==> src/hw/i2c_slave_pkg.sv <==
/*
  i2c slave shared definitions
  protocol widths, the one-hot transfer states and the packed
  bundles passed between sampler, bit engine, FSM and register port
*/
package i2c_slave_pkg;

  ////////////////////////////////////////////////////////////////////////////
  // protocol widths
  ////////////////////////////////////////////////////////////////////////////
  localparam int byte_w     = 8;
  localparam int addr_w     = 7;
  localparam int port_count = 16;

  // bit counter value during the ninth (ack) slot
  localparam logic [3:0] ack_bit_index = 4'd8;

  // one-hot transfer states
  typedef enum logic [4:0] {
    idle       = 5'b00001,
    address    = 5'b00010,
    location   = 5'b00100,
    write_data = 5'b01000,
    read_data  = 5'b10000
  } xfer_state_e;

  ////////////////////////////////////////////////////////////////////////////
  // bundles between blocks
  ////////////////////////////////////////////////////////////////////////////

  // single-cycle line events plus synchronized sda
  typedef struct packed {
    logic scl_rise;
    logic scl_fall;
    logic start;
    logic stop;
    logic sda_level;
  } bus_events_t;

  // bit engine results toward the FSM
  typedef struct packed {
    logic              byte_done;
    logic              slot_end;
    logic              ack_sample;
    logic [byte_w-1:0] rx_byte;
  } bit_status_t;

  // transfer control back to the bit engine
  typedef struct packed {
    xfer_state_e state;
    logic        rd_wr;
    logic        addr_ok;
    logic        master_nack;
  } slave_ctrl_t;

  // register side access, one-hot selects
  typedef struct packed {
    logic [port_count-1:0] port_sel;
    logic [port_count-1:0] offset_sel;
    logic [byte_w-1:0]     wdata;
    logic                  wr;
    logic                  rd;
  } reg_access_t;

  // register input ports
  typedef logic [port_count-1:0][byte_w-1:0] port_bytes_t;

endpackage

==> src/hw/i2c_line_sampler.sv <==
/*
  i2c line sampler
  brings scl and sda into the sysclk domain and turns their
  transitions into single-cycle edge, start and stop events
*/
module i2c_line_sampler (
  input  logic                       sysclk,
  input  logic                       reset_n,
  input  logic                       scl,
  input  logic                       sda,
  output i2c_slave_pkg::bus_events_t events
);

  // [0] first stage, [1] second stage
  logic [1:0] scl_sync;
  logic [1:0] sda_sync;
  // previous synchronized values for edge detect
  logic       scl_prev;
  logic       sda_prev;

  logic       scl_rise_w;
  logic       scl_fall_w;
  logic       start_w;
  logic       stop_w;

  // bus idles high so everything resets to 1
  always_ff @(posedge sysclk or negedge reset_n)
  begin
    if (!reset_n)
    begin
      scl_sync <= 2'b11;
      sda_sync <= 2'b11;
      scl_prev <= 1'b1;
      sda_prev <= 1'b1;
    end
    else
    begin
      scl_sync <= {scl_sync[0], scl};
      sda_sync <= {sda_sync[0], sda};
      scl_prev <= scl_sync[1];
      sda_prev <= sda_sync[1];
    end
  end

  assign scl_rise_w = scl_sync[1] & ~scl_prev;
  assign scl_fall_w = ~scl_sync[1] & scl_prev;
  // sda moving while scl high
  assign start_w    = scl_sync[1] & sda_prev & ~sda_sync[1];
  assign stop_w     = scl_sync[1] & ~sda_prev & sda_sync[1];

  // registered events, three sysclk after the pin
  always_ff @(posedge sysclk or negedge reset_n)
  begin
    if (!reset_n)
      events <= '{scl_rise: 1'b0, scl_fall: 1'b0, start: 1'b0, stop: 1'b0, sda_level: 1'b1};
    else
      events <= '{scl_rise: scl_rise_w, scl_fall: scl_fall_w, start: start_w,
                  stop: stop_w, sda_level: sda_sync[1]};
  end

endmodule

==> src/hw/i2c_bit_engine.sv <==
/*
  i2c bit engine
  counts the nine scl slots of each byte, shifts received bits in,
  shifts read data out and drives the open-drain sda pull-down
*/
module i2c_bit_engine (
  input  logic                                  sysclk,
  input  logic                                  reset_n,
  input  i2c_slave_pkg::bus_events_t            events,
  input  i2c_slave_pkg::slave_ctrl_t            ctrl,
  input  logic [i2c_slave_pkg::byte_w-1:0]      read_byte,
  output i2c_slave_pkg::bit_status_t            status,
  output logic                                  sda_pull
);

  logic [3:0]                         bit_cnt;
  logic [i2c_slave_pkg::byte_w-1:0]   rx_shift;
  logic [i2c_slave_pkg::byte_w-1:0]   tx_shift;
  logic                               byte_done_q;
  logic                               slot_end_q;
  logic                               ack_sample_q;

  logic                               active;
  logic                               slot_end_w;
  logic                               tx_first_w;
  logic                               tx_next_w;
  logic                               ack_drive_w;

  assign active     = ctrl.state != i2c_slave_pkg::idle;
  // falling scl that closes the ack slot
  assign slot_end_w = events.scl_fall && (bit_cnt == i2c_slave_pkg::ack_bit_index + 4'd1);

  // a read byte starts after an acked read address or a master ack
  assign tx_first_w = (ctrl.state == i2c_slave_pkg::address && ctrl.addr_ok && ctrl.rd_wr)
                   || (ctrl.state == i2c_slave_pkg::read_data && !ctrl.master_nack);
  // bits 6..0 of a read byte
  assign tx_next_w  = ctrl.state == i2c_slave_pkg::read_data && !ctrl.master_nack
                   && bit_cnt != 4'd0 && bit_cnt < i2c_slave_pkg::ack_bit_index;
  // slave acks matched address and every write byte
  assign ack_drive_w = (ctrl.state == i2c_slave_pkg::address && ctrl.addr_ok)
                    || ctrl.state == i2c_slave_pkg::location
                    || ctrl.state == i2c_slave_pkg::write_data;

  ////////////////////////////////////////////////////////////////////////////
  // slot counter and status pulses
  ////////////////////////////////////////////////////////////////////////////
  always_ff @(posedge sysclk or negedge reset_n)
  begin
    if (!reset_n)
    begin
      bit_cnt      <= 4'd0;
      byte_done_q  <= 1'b0;
      slot_end_q   <= 1'b0;
      ack_sample_q <= 1'b0;
    end
    else
    begin
      if (events.start || events.stop || slot_end_w)
        bit_cnt <= 4'd0;
      else if (events.scl_rise && active)
        bit_cnt <= bit_cnt + 4'd1;
      // eighth rise done
      byte_done_q  <= events.scl_rise && active
                   && (bit_cnt == i2c_slave_pkg::ack_bit_index - 4'd1);
      // ninth rise, ack bit on the line
      ack_sample_q <= events.scl_rise && active && (bit_cnt == i2c_slave_pkg::ack_bit_index);
      slot_end_q   <= slot_end_w;
    end
  end

  // receive shifter, ack bit kept out
  always_ff @(posedge sysclk)
  begin
    if (events.scl_rise && bit_cnt < i2c_slave_pkg::ack_bit_index)
      rx_shift <= {rx_shift[i2c_slave_pkg::byte_w-2:0], events.sda_level};
  end

  // transmit shifter, msb first
  always_ff @(posedge sysclk)
  begin
    if (events.scl_fall)
    begin
      if (slot_end_w && tx_first_w)
        tx_shift <= read_byte;
      else if (tx_next_w)
        tx_shift <= {tx_shift[i2c_slave_pkg::byte_w-2:0], 1'b0};
    end
  end

  ////////////////////////////////////////////////////////////////////////////
  // open-drain sda, changes only while scl is low
  ////////////////////////////////////////////////////////////////////////////
  always_ff @(posedge sysclk or negedge reset_n)
  begin
    if (!reset_n)
      sda_pull <= 1'b0;
    else if (events.start || events.stop || !active)
      sda_pull <= 1'b0;
    else if (events.scl_fall)
    begin
      if (bit_cnt == i2c_slave_pkg::ack_bit_index)
        sda_pull <= ack_drive_w;
      // first bit of the next read byte
      else if (slot_end_w)
        sda_pull <= tx_first_w & ~read_byte[i2c_slave_pkg::byte_w-1];
      else if (tx_next_w)
        sda_pull <= ~tx_shift[i2c_slave_pkg::byte_w-2];
      else
        sda_pull <= 1'b0;
    end
  end

  assign status = '{byte_done: byte_done_q, slot_end: slot_end_q,
                    ack_sample: ack_sample_q, rx_byte: rx_shift};

endmodule

==> src/hw/i2c_transaction_fsm.sv <==
/*
  i2c transaction FSM
  follows a transfer from address through location and data bytes,
  checks the device address, keeps the location pointer and issues
  the register write and read strobes
*/
module i2c_transaction_fsm (
  input  logic                                  sysclk,
  input  logic                                  reset_n,
  input  i2c_slave_pkg::bus_events_t            events,
  input  i2c_slave_pkg::bit_status_t            status,
  input  logic [i2c_slave_pkg::addr_w-1:0]      device_address,
  output i2c_slave_pkg::slave_ctrl_t            ctrl,
  output logic [i2c_slave_pkg::byte_w-1:0]      location,
  output logic                                  wr_strobe,
  output logic                                  rd_strobe
);

  i2c_slave_pkg::xfer_state_e xfer_state;
  logic                       rd_wr;
  logic                       addr_ok;
  logic                       master_nack;

  ////////////////////////////////////////////////////////////////////////////
  // state register
  ////////////////////////////////////////////////////////////////////////////
  always_ff @(posedge sysclk or negedge reset_n)
  begin
    if (!reset_n)
      xfer_state <= i2c_slave_pkg::idle;
    // start from anywhere, repeated start included
    else if (events.start)
      xfer_state <= i2c_slave_pkg::address;
    else if (events.stop)
      xfer_state <= i2c_slave_pkg::idle;
    else if (status.slot_end)
    begin
      case (xfer_state)
        i2c_slave_pkg::address:
          xfer_state <= addr_ok ? (rd_wr ? i2c_slave_pkg::read_data : i2c_slave_pkg::location)
                                : i2c_slave_pkg::idle;
        i2c_slave_pkg::location:
          xfer_state <= i2c_slave_pkg::write_data;
        i2c_slave_pkg::write_data:
          xfer_state <= i2c_slave_pkg::write_data;
        // master nack ends the read
        i2c_slave_pkg::read_data:
          xfer_state <= master_nack ? i2c_slave_pkg::idle : i2c_slave_pkg::read_data;
        default:
          xfer_state <= i2c_slave_pkg::idle;
      endcase
    end
  end

  // address match and direction bit
  always_ff @(posedge sysclk or negedge reset_n)
  begin
    if (!reset_n)
    begin
      addr_ok <= 1'b0;
      rd_wr   <= 1'b0;
    end
    else if (events.start || events.stop)
    begin
      addr_ok <= 1'b0;
      rd_wr   <= 1'b0;
    end
    else if (status.byte_done && xfer_state == i2c_slave_pkg::address)
    begin
      addr_ok <= status.rx_byte[i2c_slave_pkg::byte_w-1:1] == device_address;
      rd_wr   <= status.rx_byte[0];
    end
  end

  // ack slot of a read byte, sda high means nack
  always_ff @(posedge sysclk or negedge reset_n)
  begin
    if (!reset_n)
      master_nack <= 1'b0;
    else if (events.start || events.stop)
      master_nack <= 1'b0;
    else if (status.ack_sample && xfer_state == i2c_slave_pkg::read_data)
      master_nack <= events.sda_level;
  end

  ////////////////////////////////////////////////////////////////////////////
  // location pointer and read strobe
  ////////////////////////////////////////////////////////////////////////////
  always_ff @(posedge sysclk or negedge reset_n)
  begin
    if (!reset_n)
    begin
      location  <= '0;
      rd_strobe <= 1'b0;
    end
    else
    begin
      rd_strobe <= 1'b0;
      // first write byte is the pointer
      if (status.byte_done && xfer_state == i2c_slave_pkg::location)
        location <= status.rx_byte;
      else if (status.ack_sample)
      begin
        if (xfer_state == i2c_slave_pkg::write_data)
          location <= location + 8'd1;
        // master acked, fetch the next location
        else if (xfer_state == i2c_slave_pkg::read_data && !events.sda_level)
        begin
          location  <= location + 8'd1;
          rd_strobe <= 1'b1;
        end
        // acked read address, fetch the current location
        else if (xfer_state == i2c_slave_pkg::address && addr_ok && rd_wr)
          rd_strobe <= 1'b1;
      end
    end
  end

  // write data byte complete
  assign wr_strobe = status.byte_done && (xfer_state == i2c_slave_pkg::write_data);

  assign ctrl = '{state: xfer_state, rd_wr: rd_wr, addr_ok: addr_ok, master_nack: master_nack};

endmodule

==> src/hw/i2c_register_port.sv <==
/*
  i2c register port
  decodes the location pointer into one-hot port and offset selects,
  issues single-cycle register strobes and picks the read byte
*/
module i2c_register_port (
  input  logic                                  sysclk,
  input  logic                                  reset_n,
  input  logic [i2c_slave_pkg::byte_w-1:0]      location,
  input  logic                                  wr_strobe,
  input  logic                                  rd_strobe,
  input  logic [i2c_slave_pkg::byte_w-1:0]      wdata,
  input  i2c_slave_pkg::port_bytes_t            port_data,
  output i2c_slave_pkg::reg_access_t            reg_access,
  output logic [i2c_slave_pkg::byte_w-1:0]      read_byte
);

  logic [i2c_slave_pkg::port_count-1:0] port_dec;
  logic [i2c_slave_pkg::port_count-1:0] offset_dec;
  logic [i2c_slave_pkg::byte_w-1:0]     port_pick;

  logic [i2c_slave_pkg::port_count-1:0] port_sel_q;
  logic [i2c_slave_pkg::port_count-1:0] offset_sel_q;
  logic [i2c_slave_pkg::byte_w-1:0]     wdata_q;
  logic                                 wr_q;
  logic                                 rd_q;

  // upper nibble picks the port, lower nibble the offset
  always_comb
  begin
    port_dec                  = '0;
    offset_dec                = '0;
    port_dec[location[7:4]]   = 1'b1;
    offset_dec[location[3:0]] = 1'b1;
  end

  // and-or mux over the one-hot port select
  always_comb
  begin
    port_pick = '0;
    for (int i = 0; i < i2c_slave_pkg::port_count; i++)
    begin
      if (port_dec[i])
        port_pick = port_pick | port_data[i];
    end
  end

  // strobes and selects
  always_ff @(posedge sysclk or negedge reset_n)
  begin
    if (!reset_n)
    begin
      wr_q         <= 1'b0;
      rd_q         <= 1'b0;
      port_sel_q   <= '0;
      offset_sel_q <= '0;
    end
    else
    begin
      wr_q <= wr_strobe;
      rd_q <= rd_strobe;
      if (wr_strobe || rd_strobe)
      begin
        port_sel_q   <= port_dec;
        offset_sel_q <= offset_dec;
      end
    end
  end

  // write data and read byte held until the next strobe
  always_ff @(posedge sysclk)
  begin
    if (wr_strobe)
      wdata_q <= wdata;
    if (rd_strobe)
      read_byte <= port_pick;
  end

  assign reg_access = '{port_sel: port_sel_q, offset_sel: offset_sel_q,
                        wdata: wdata_q, wr: wr_q, rd: rd_q};

endmodule

==> src/hw/i2c_slave_top.sv <==
/*
  i2c slave top
  line sampler, bit engine, transaction FSM and register port
  joined into one slave with an open-drain sda pull output
*/
module i2c_slave_top (
  input  logic                                  sysclk,
  input  logic                                  reset_n,
  input  logic                                  scl,
  input  logic                                  sda,
  input  logic [i2c_slave_pkg::addr_w-1:0]      device_address,
  output logic                                  sda_pull,
  input  i2c_slave_pkg::port_bytes_t            port_data,
  output i2c_slave_pkg::reg_access_t            reg_access
);

  i2c_slave_pkg::bus_events_t        events;
  i2c_slave_pkg::bit_status_t        status;
  i2c_slave_pkg::slave_ctrl_t        ctrl;
  logic [i2c_slave_pkg::byte_w-1:0]  location;
  logic [i2c_slave_pkg::byte_w-1:0]  read_byte;
  logic                              wr_strobe;
  logic                              rd_strobe;

  ////////////////////////////////////////////////////////////////////////////
  // bus side
  ////////////////////////////////////////////////////////////////////////////
  i2c_line_sampler u_line_sampler (
    .sysclk    (sysclk),
    .reset_n   (reset_n),
    .scl       (scl),
    .sda       (sda),
    .events    (events)
  );

  i2c_bit_engine u_bit_engine (
    .sysclk    (sysclk),
    .reset_n   (reset_n),
    .events    (events),
    .ctrl      (ctrl),
    .read_byte (read_byte),
    .status    (status),
    .sda_pull  (sda_pull)
  );

  ////////////////////////////////////////////////////////////////////////////
  // transfer control and register side
  ////////////////////////////////////////////////////////////////////////////
  i2c_transaction_fsm u_transaction_fsm (
    .sysclk         (sysclk),
    .reset_n        (reset_n),
    .events         (events),
    .status         (status),
    .device_address (device_address),
    .ctrl           (ctrl),
    .location       (location),
    .wr_strobe      (wr_strobe),
    .rd_strobe      (rd_strobe)
  );

  // write data comes straight from the receive shifter
  i2c_register_port u_register_port (
    .sysclk     (sysclk),
    .reset_n    (reset_n),
    .location   (location),
    .wr_strobe  (wr_strobe),
    .rd_strobe  (rd_strobe),
    .wdata      (status.rx_byte),
    .port_data  (port_data),
    .reg_access (reg_access),
    .read_byte  (read_byte)
  );

endmodule

==> config.mk <==
export PLATFORM = sky130hd
export DESIGN_NAME = i2c_slave_top
export DESIGN_NICKNAME = d
export VERILOG_FILES = /design/src/hw/i2c_slave_pkg.sv /design/src/hw/i2c_line_sampler.sv /design/src/hw/i2c_bit_engine.sv /design/src/hw/i2c_transaction_fsm.sv /design/src/hw/i2c_register_port.sv /design/src/hw/i2c_slave_top.sv
export SDC_FILE = /design/constraint.sdc
export NUM_CORES = 1
export LEC_CHECK = 0
export ABC_AREA = 1
export BUFFER_PORTS_ARGS = -buffer_cell sky130_fd_sc_hd__buf_2
export CAP_MARGIN = 20
export CORE_AREA = 3 3 82 141
export DETAILED_ROUTE_END_ITERATION = 8
export DIE_AREA = 0 0 85 144
export GPL_TIMING_DRIVEN = 0
export PLACE_DENSITY = 0.83
export REMOVE_ABC_BUFFERS = 1
export SLEW_MARGIN = 0
export SYNTH_ARGS = -nofsm -noshare
export SYNTH_HDL_FRONTEND = slang
export SYNTH_SLANG_ARGS = --single-unit
==> constraint.sdc <==
create_clock -name sysclk -period 2.4 [get_ports sysclk]
set_input_delay 0.24 -clock sysclk [delete_from_list [all_inputs] [get_ports sysclk]]
set_output_delay 0.24 -clock sysclk [all_outputs]
set_load 0.02 [all_outputs]
==> metrics list <==
- The critical path goes through nand2_1 > inv_1 > nand2_1 > inv_2 > nand2_1 > nand2_1 > a211oi_1 > nand4_1.
- Clock-pin slew was measured on the worst setup and hold paths at around 0.060 ns.
* Largest stage delay on the critical path: 0.48 ns
* Post-CTS setup buffer count: 0
- Setup violations remaining at the end of the flow were counted as 0.
- Ys flop type: sky130_fd_sc_hd__dfrtp_1
* Vias in the first global route: 5101
- Reg2Reg Capture Point: u_register_port.read_byte[0]$_DFFE_PP_
- Proportion of layout cells with a drive suffix above 1: 27.8%
* Sequential area share after synthesis: 51.3%
- The setup check on the worst reg-to-reg path leaves a slack of 0.13 ns.
- After the first detailed-routing iteration, the DRC count stood at 316.
* Cells taking the most area after synthesis: sky130_fd_sc_hd__dfrtp_1, sky130_fd_sc_hd__edfxtp_1, sky130_fd_sc_hd__nand2_1
- The die covers around 12000 sq um.
* Cell count after placement: ~930
* Total number of clock tree sinks: 100
- The H-tree was split into 3 levels.
- The flow ran to the end, but the final reports show violations.
* Die extent in x: 85 microns
* GRT Residual Overflow: 0
- Number of search-and-repair iterations in the first detailed-routing pass: 6
- The routed design could run at a clock period as short as 2.27 ns.
- Dividing the synthesized area by the synthesized cell count gives between 8 and 9 sq um.
- Global routing consumed, over all layers together, 26.0% of the routing resources.
- Routed Wire Length: 15.9 mm
- The worst pin sits at a relative slew slack of 41.2%.
- Worst r2r path cells: 8
- Crit path max fanout: 8
* Critical register-to-register path startpoint: u_transaction_fsm.location[5]$_DFFE_PN0P_
- The tool flagged a number of max-cap violations equal to 0.
* Net count of the finished layout: 959
- Worst path bufs/invs: 2
- For this design the static power due to leakage is 3.36 nW.
- The filler cells instantiated in the layout total 903.
- Worst supply voltage drop on vdd: a little under 0.4 mV
- Number of distinct library cells after synthesis: 40
- Largest net degree at the start of global routing: 70
- Wire length of the first global-routing pass: 24.5 mm
- Yosys mapped a number of flops with a built-in enable equal to 31.
- The slowest stage of the critical path belongs to the cell sky130_fd_sc_hd__a211oi_1.
- After floorplanning, the core was sized to cover 10500 sq um.
- Power Total: 3.60 mW
- Post-route clock skew: 0.00703 ns
* Number of rows created at floorplan: 49
* Synthesis-stage register bit count: 100
- CTS root buf: sky130_fd_sc_hd__clkbuf_16
- Summing all multi-input logic gate instances after layout gives 2200 sq um.
- Setup repair after global routing left no endpoint under its margin.
- Maximum achievable frequency: 440 MHz
- Area fraction of the dominant cell type after synthesis: 29.8%
- For this run, design rule violations remaining after detail routing come to 0.
* Endpoints failing hold: 3
- Detailed-route vias per instance: 5.47
- Post-DP HPWL: 12.2 mm
- On the critical path the largest part of the delay comes from simple AND/OR/NAND/NOR gates.
* Failing checks: hold timing
* Type of the tightest min-delay check: in2async
* Total vias in the final route: between 5000 and 6000
- In the finished design, the share of the clock period the worst path needs comes to a little over nine tenths.
- Of all flip-flops after synthesis, the portion carrying an async set or reset was around 69%.
- The most numerous cell type found on the critical path is sky130_fd_sc_hd__nand2_1.
- Max-slew violation count: 0
- Initial standard-cell utilization of the core: a little under 50%
* Final GP Congestion: just under 1
* Number of warnings issued by yosys: 0
* Number of antenna violations at the first check in global routing: 0
- For this design the top-level I/O count stands at 182.
- Summing all flip-flop and latch instances after layout gives 2670 sq um.
* Die Height: 144 microns
- Summing every instance area after synthesis gives 5200 sq um.
- Dividing the detail-routed wire length by the instance count gives approximately 17 microns.
* Top cells by instance count after synthesis: sky130_fd_sc_hd__nand2_1, sky130_fd_sc_hd__nand3_1, sky130_fd_sc_hd__dfrtp_1, sky130_fd_sc_hd__inv_1, sky130_fd_sc_hd__nor2_1
- Final std cells w/o fill: 945
- At the later pin of the worst-skew pair, clock insertion delay measures 0.35 ns.
* Critical path arrival: between 2 and 2.5 ns
* Worst endpoint required time: 2.44 ns
* Setup crit end kind: flip-flop
- Of all cell types, the one taking the most synthesized area is sky130_fd_sc_hd__dfrtp_1.
- For the pin with the worst max-slew slack, the measured transition is around 0.88 ns.
- In this run the tool buffered the top-level ports with 181 buffer cells.
- Among all cell types in the netlist, the one instantiated most often is sky130_fd_sc_hd__nand2_1.
- P per Cell Area: 553 nW/um^2
- STA classifies the critical path startpoint as a flip-flop.
* Final antenna-violating net count: 0
- Type of the setup path with the least slack: reg2reg
- Maximum buffer depth of the clock tree: 2
- TritonCTS built the clock tree.
- Min Hold Slack: -0.0153 ns
- The repair_antennas step left the layout with diodes totalling 0.
- Synthesis produced a netlist whose cell count is 634.
* Signed area change from the synthesized netlist to the final layout: 25.3%
- Clock buffers created by TritonCTS: 9
[cell usage in the layout (no fill, tap or decap), drive strengths merged, types with 5 or more instances in the layout]
master,Yosys,layout
a211oi,9,9
a21oi,6,6
a221oi,6,6
buf,15,182
clkbuf,1,12
dfrtp,62,62
dfstp,7,7
edfxtp,31,31
ha,7,7
inv,66,66
nand2,204,204
nand3,73,73
nand4,24,24
nor2,60,60
nor3,8,8
o211ai,5,5
o21ai,23,23
[where the power goes]
part | internal [mW] | switching [mW]
clock | 0.815 | 0.614
sequential | 1.81 | 0.0442
combinational | 0.146 | 0.177
[area by class of cell]
| type | instances | share of cell area [%] |
|---|---|---|
| inverter | 66 | 3.84 |
| multi-input combinational | 452 | 33.8 |
| clock buffer | 12 | 4.26 |
| tap | 127 | 2.44 |
| timing repair buffer | 184 | 14.4 |
| clock inverter | 4 | 0.307 |
| sequential | 100 | 40.9 |
[registers in the layout, summed over array words and instances, names as in the netlist, 2 cells and up]
name                          cells
u_transaction_fsm.location        8
u_line_sampler.scl_sync           2
u_register_port.offset_sel_q     16
u_bit_engine.rx_shift             8
u_register_port.port_sel_q       16
u_register_port.read_byte         8
u_register_port.wdata_q           8
u_bit_engine.tx_shift             7
u_line_sampler.events             5
u_bit_engine.bit_cnt              4
u_transaction_fsm.xfer_state      5
u_line_sampler.sda_sync           2
[repair_timing]
action / in CTS / in global routing
endpoints found under the setup margin: 32 / 28
resized for setup: 1 / 3
hold buffers: 2 / 0
hold endpoints to repair: 2 / 0
[kinds of logic after synthesis]
group                      after synthesis  share of synthesized area [%]
buffers and inverters                   82                           6.52
xor gates and xnor gates                 4                          0.674
AOI/OAI and AO/OA                       60                           7.43
DFF                                    100                           51.3
adders and majority gates                7                           1.68
and+or+nand+nor                        381                           32.4
[routing by layer]
layer / GRT usage (%) / wire (microns)
met5: 0 / 0
met4: 17.0 / 1010
met3: 4.10 / 986
met2: 48.4 / 8470
met1: 26.2 / 5410
[stage by stage]
stage               setup TNS [ns]  worst slack [ns]  instance area (sq um)  util, %
CTS                              0            0.0280                   6500     62.0
global placement                 0          0.000115                   6170     58.9
finish                           0             0.128                   6520     62.2
detailed placement           -1.03           -0.0996                   6180     58.9
global route                     0            0.0117                   6520     62.2
floorplan                        0             0.501                   5110        -
[how the worst max path moves through the flow]
stage	slack, ns	startpoint	depth (start not counted)	endpoint
finish	0.13	u_transaction_fsm.location[5]$_DFFE_PN0P_	8	u_register_port.read_byte[0]$_DFFE_PP_
global route	0.01	u_transaction_fsm.location[7]$_DFFE_PN0P_	7	u_register_port.read_byte[4]$_DFFE_PP_
CTS	0.03	u_transaction_fsm.xfer_state[1]$_DFFE_PN0P_	8	u_register_port.offset_sel_q[13]$_DFFE_PN0P_
detailed placement	-0.1	u_transaction_fsm.xfer_state[1]$_DFFE_PN0P_	7	u_register_port.port_sel_q[14]$_DFFE_PN0P_
global placement	0.0001	u_transaction_fsm.xfer_state[1]$_DFFE_PN0P_	7	u_register_port.port_sel_q[1]$_DFFE_PN0P_
floorplan	0.50	u_transaction_fsm.xfer_state[1]$_DFFE_PN0P_	7	u_register_port.port_sel_q[14]$_DFFE_PN0P_
Power figures use the tool's default switching activity.
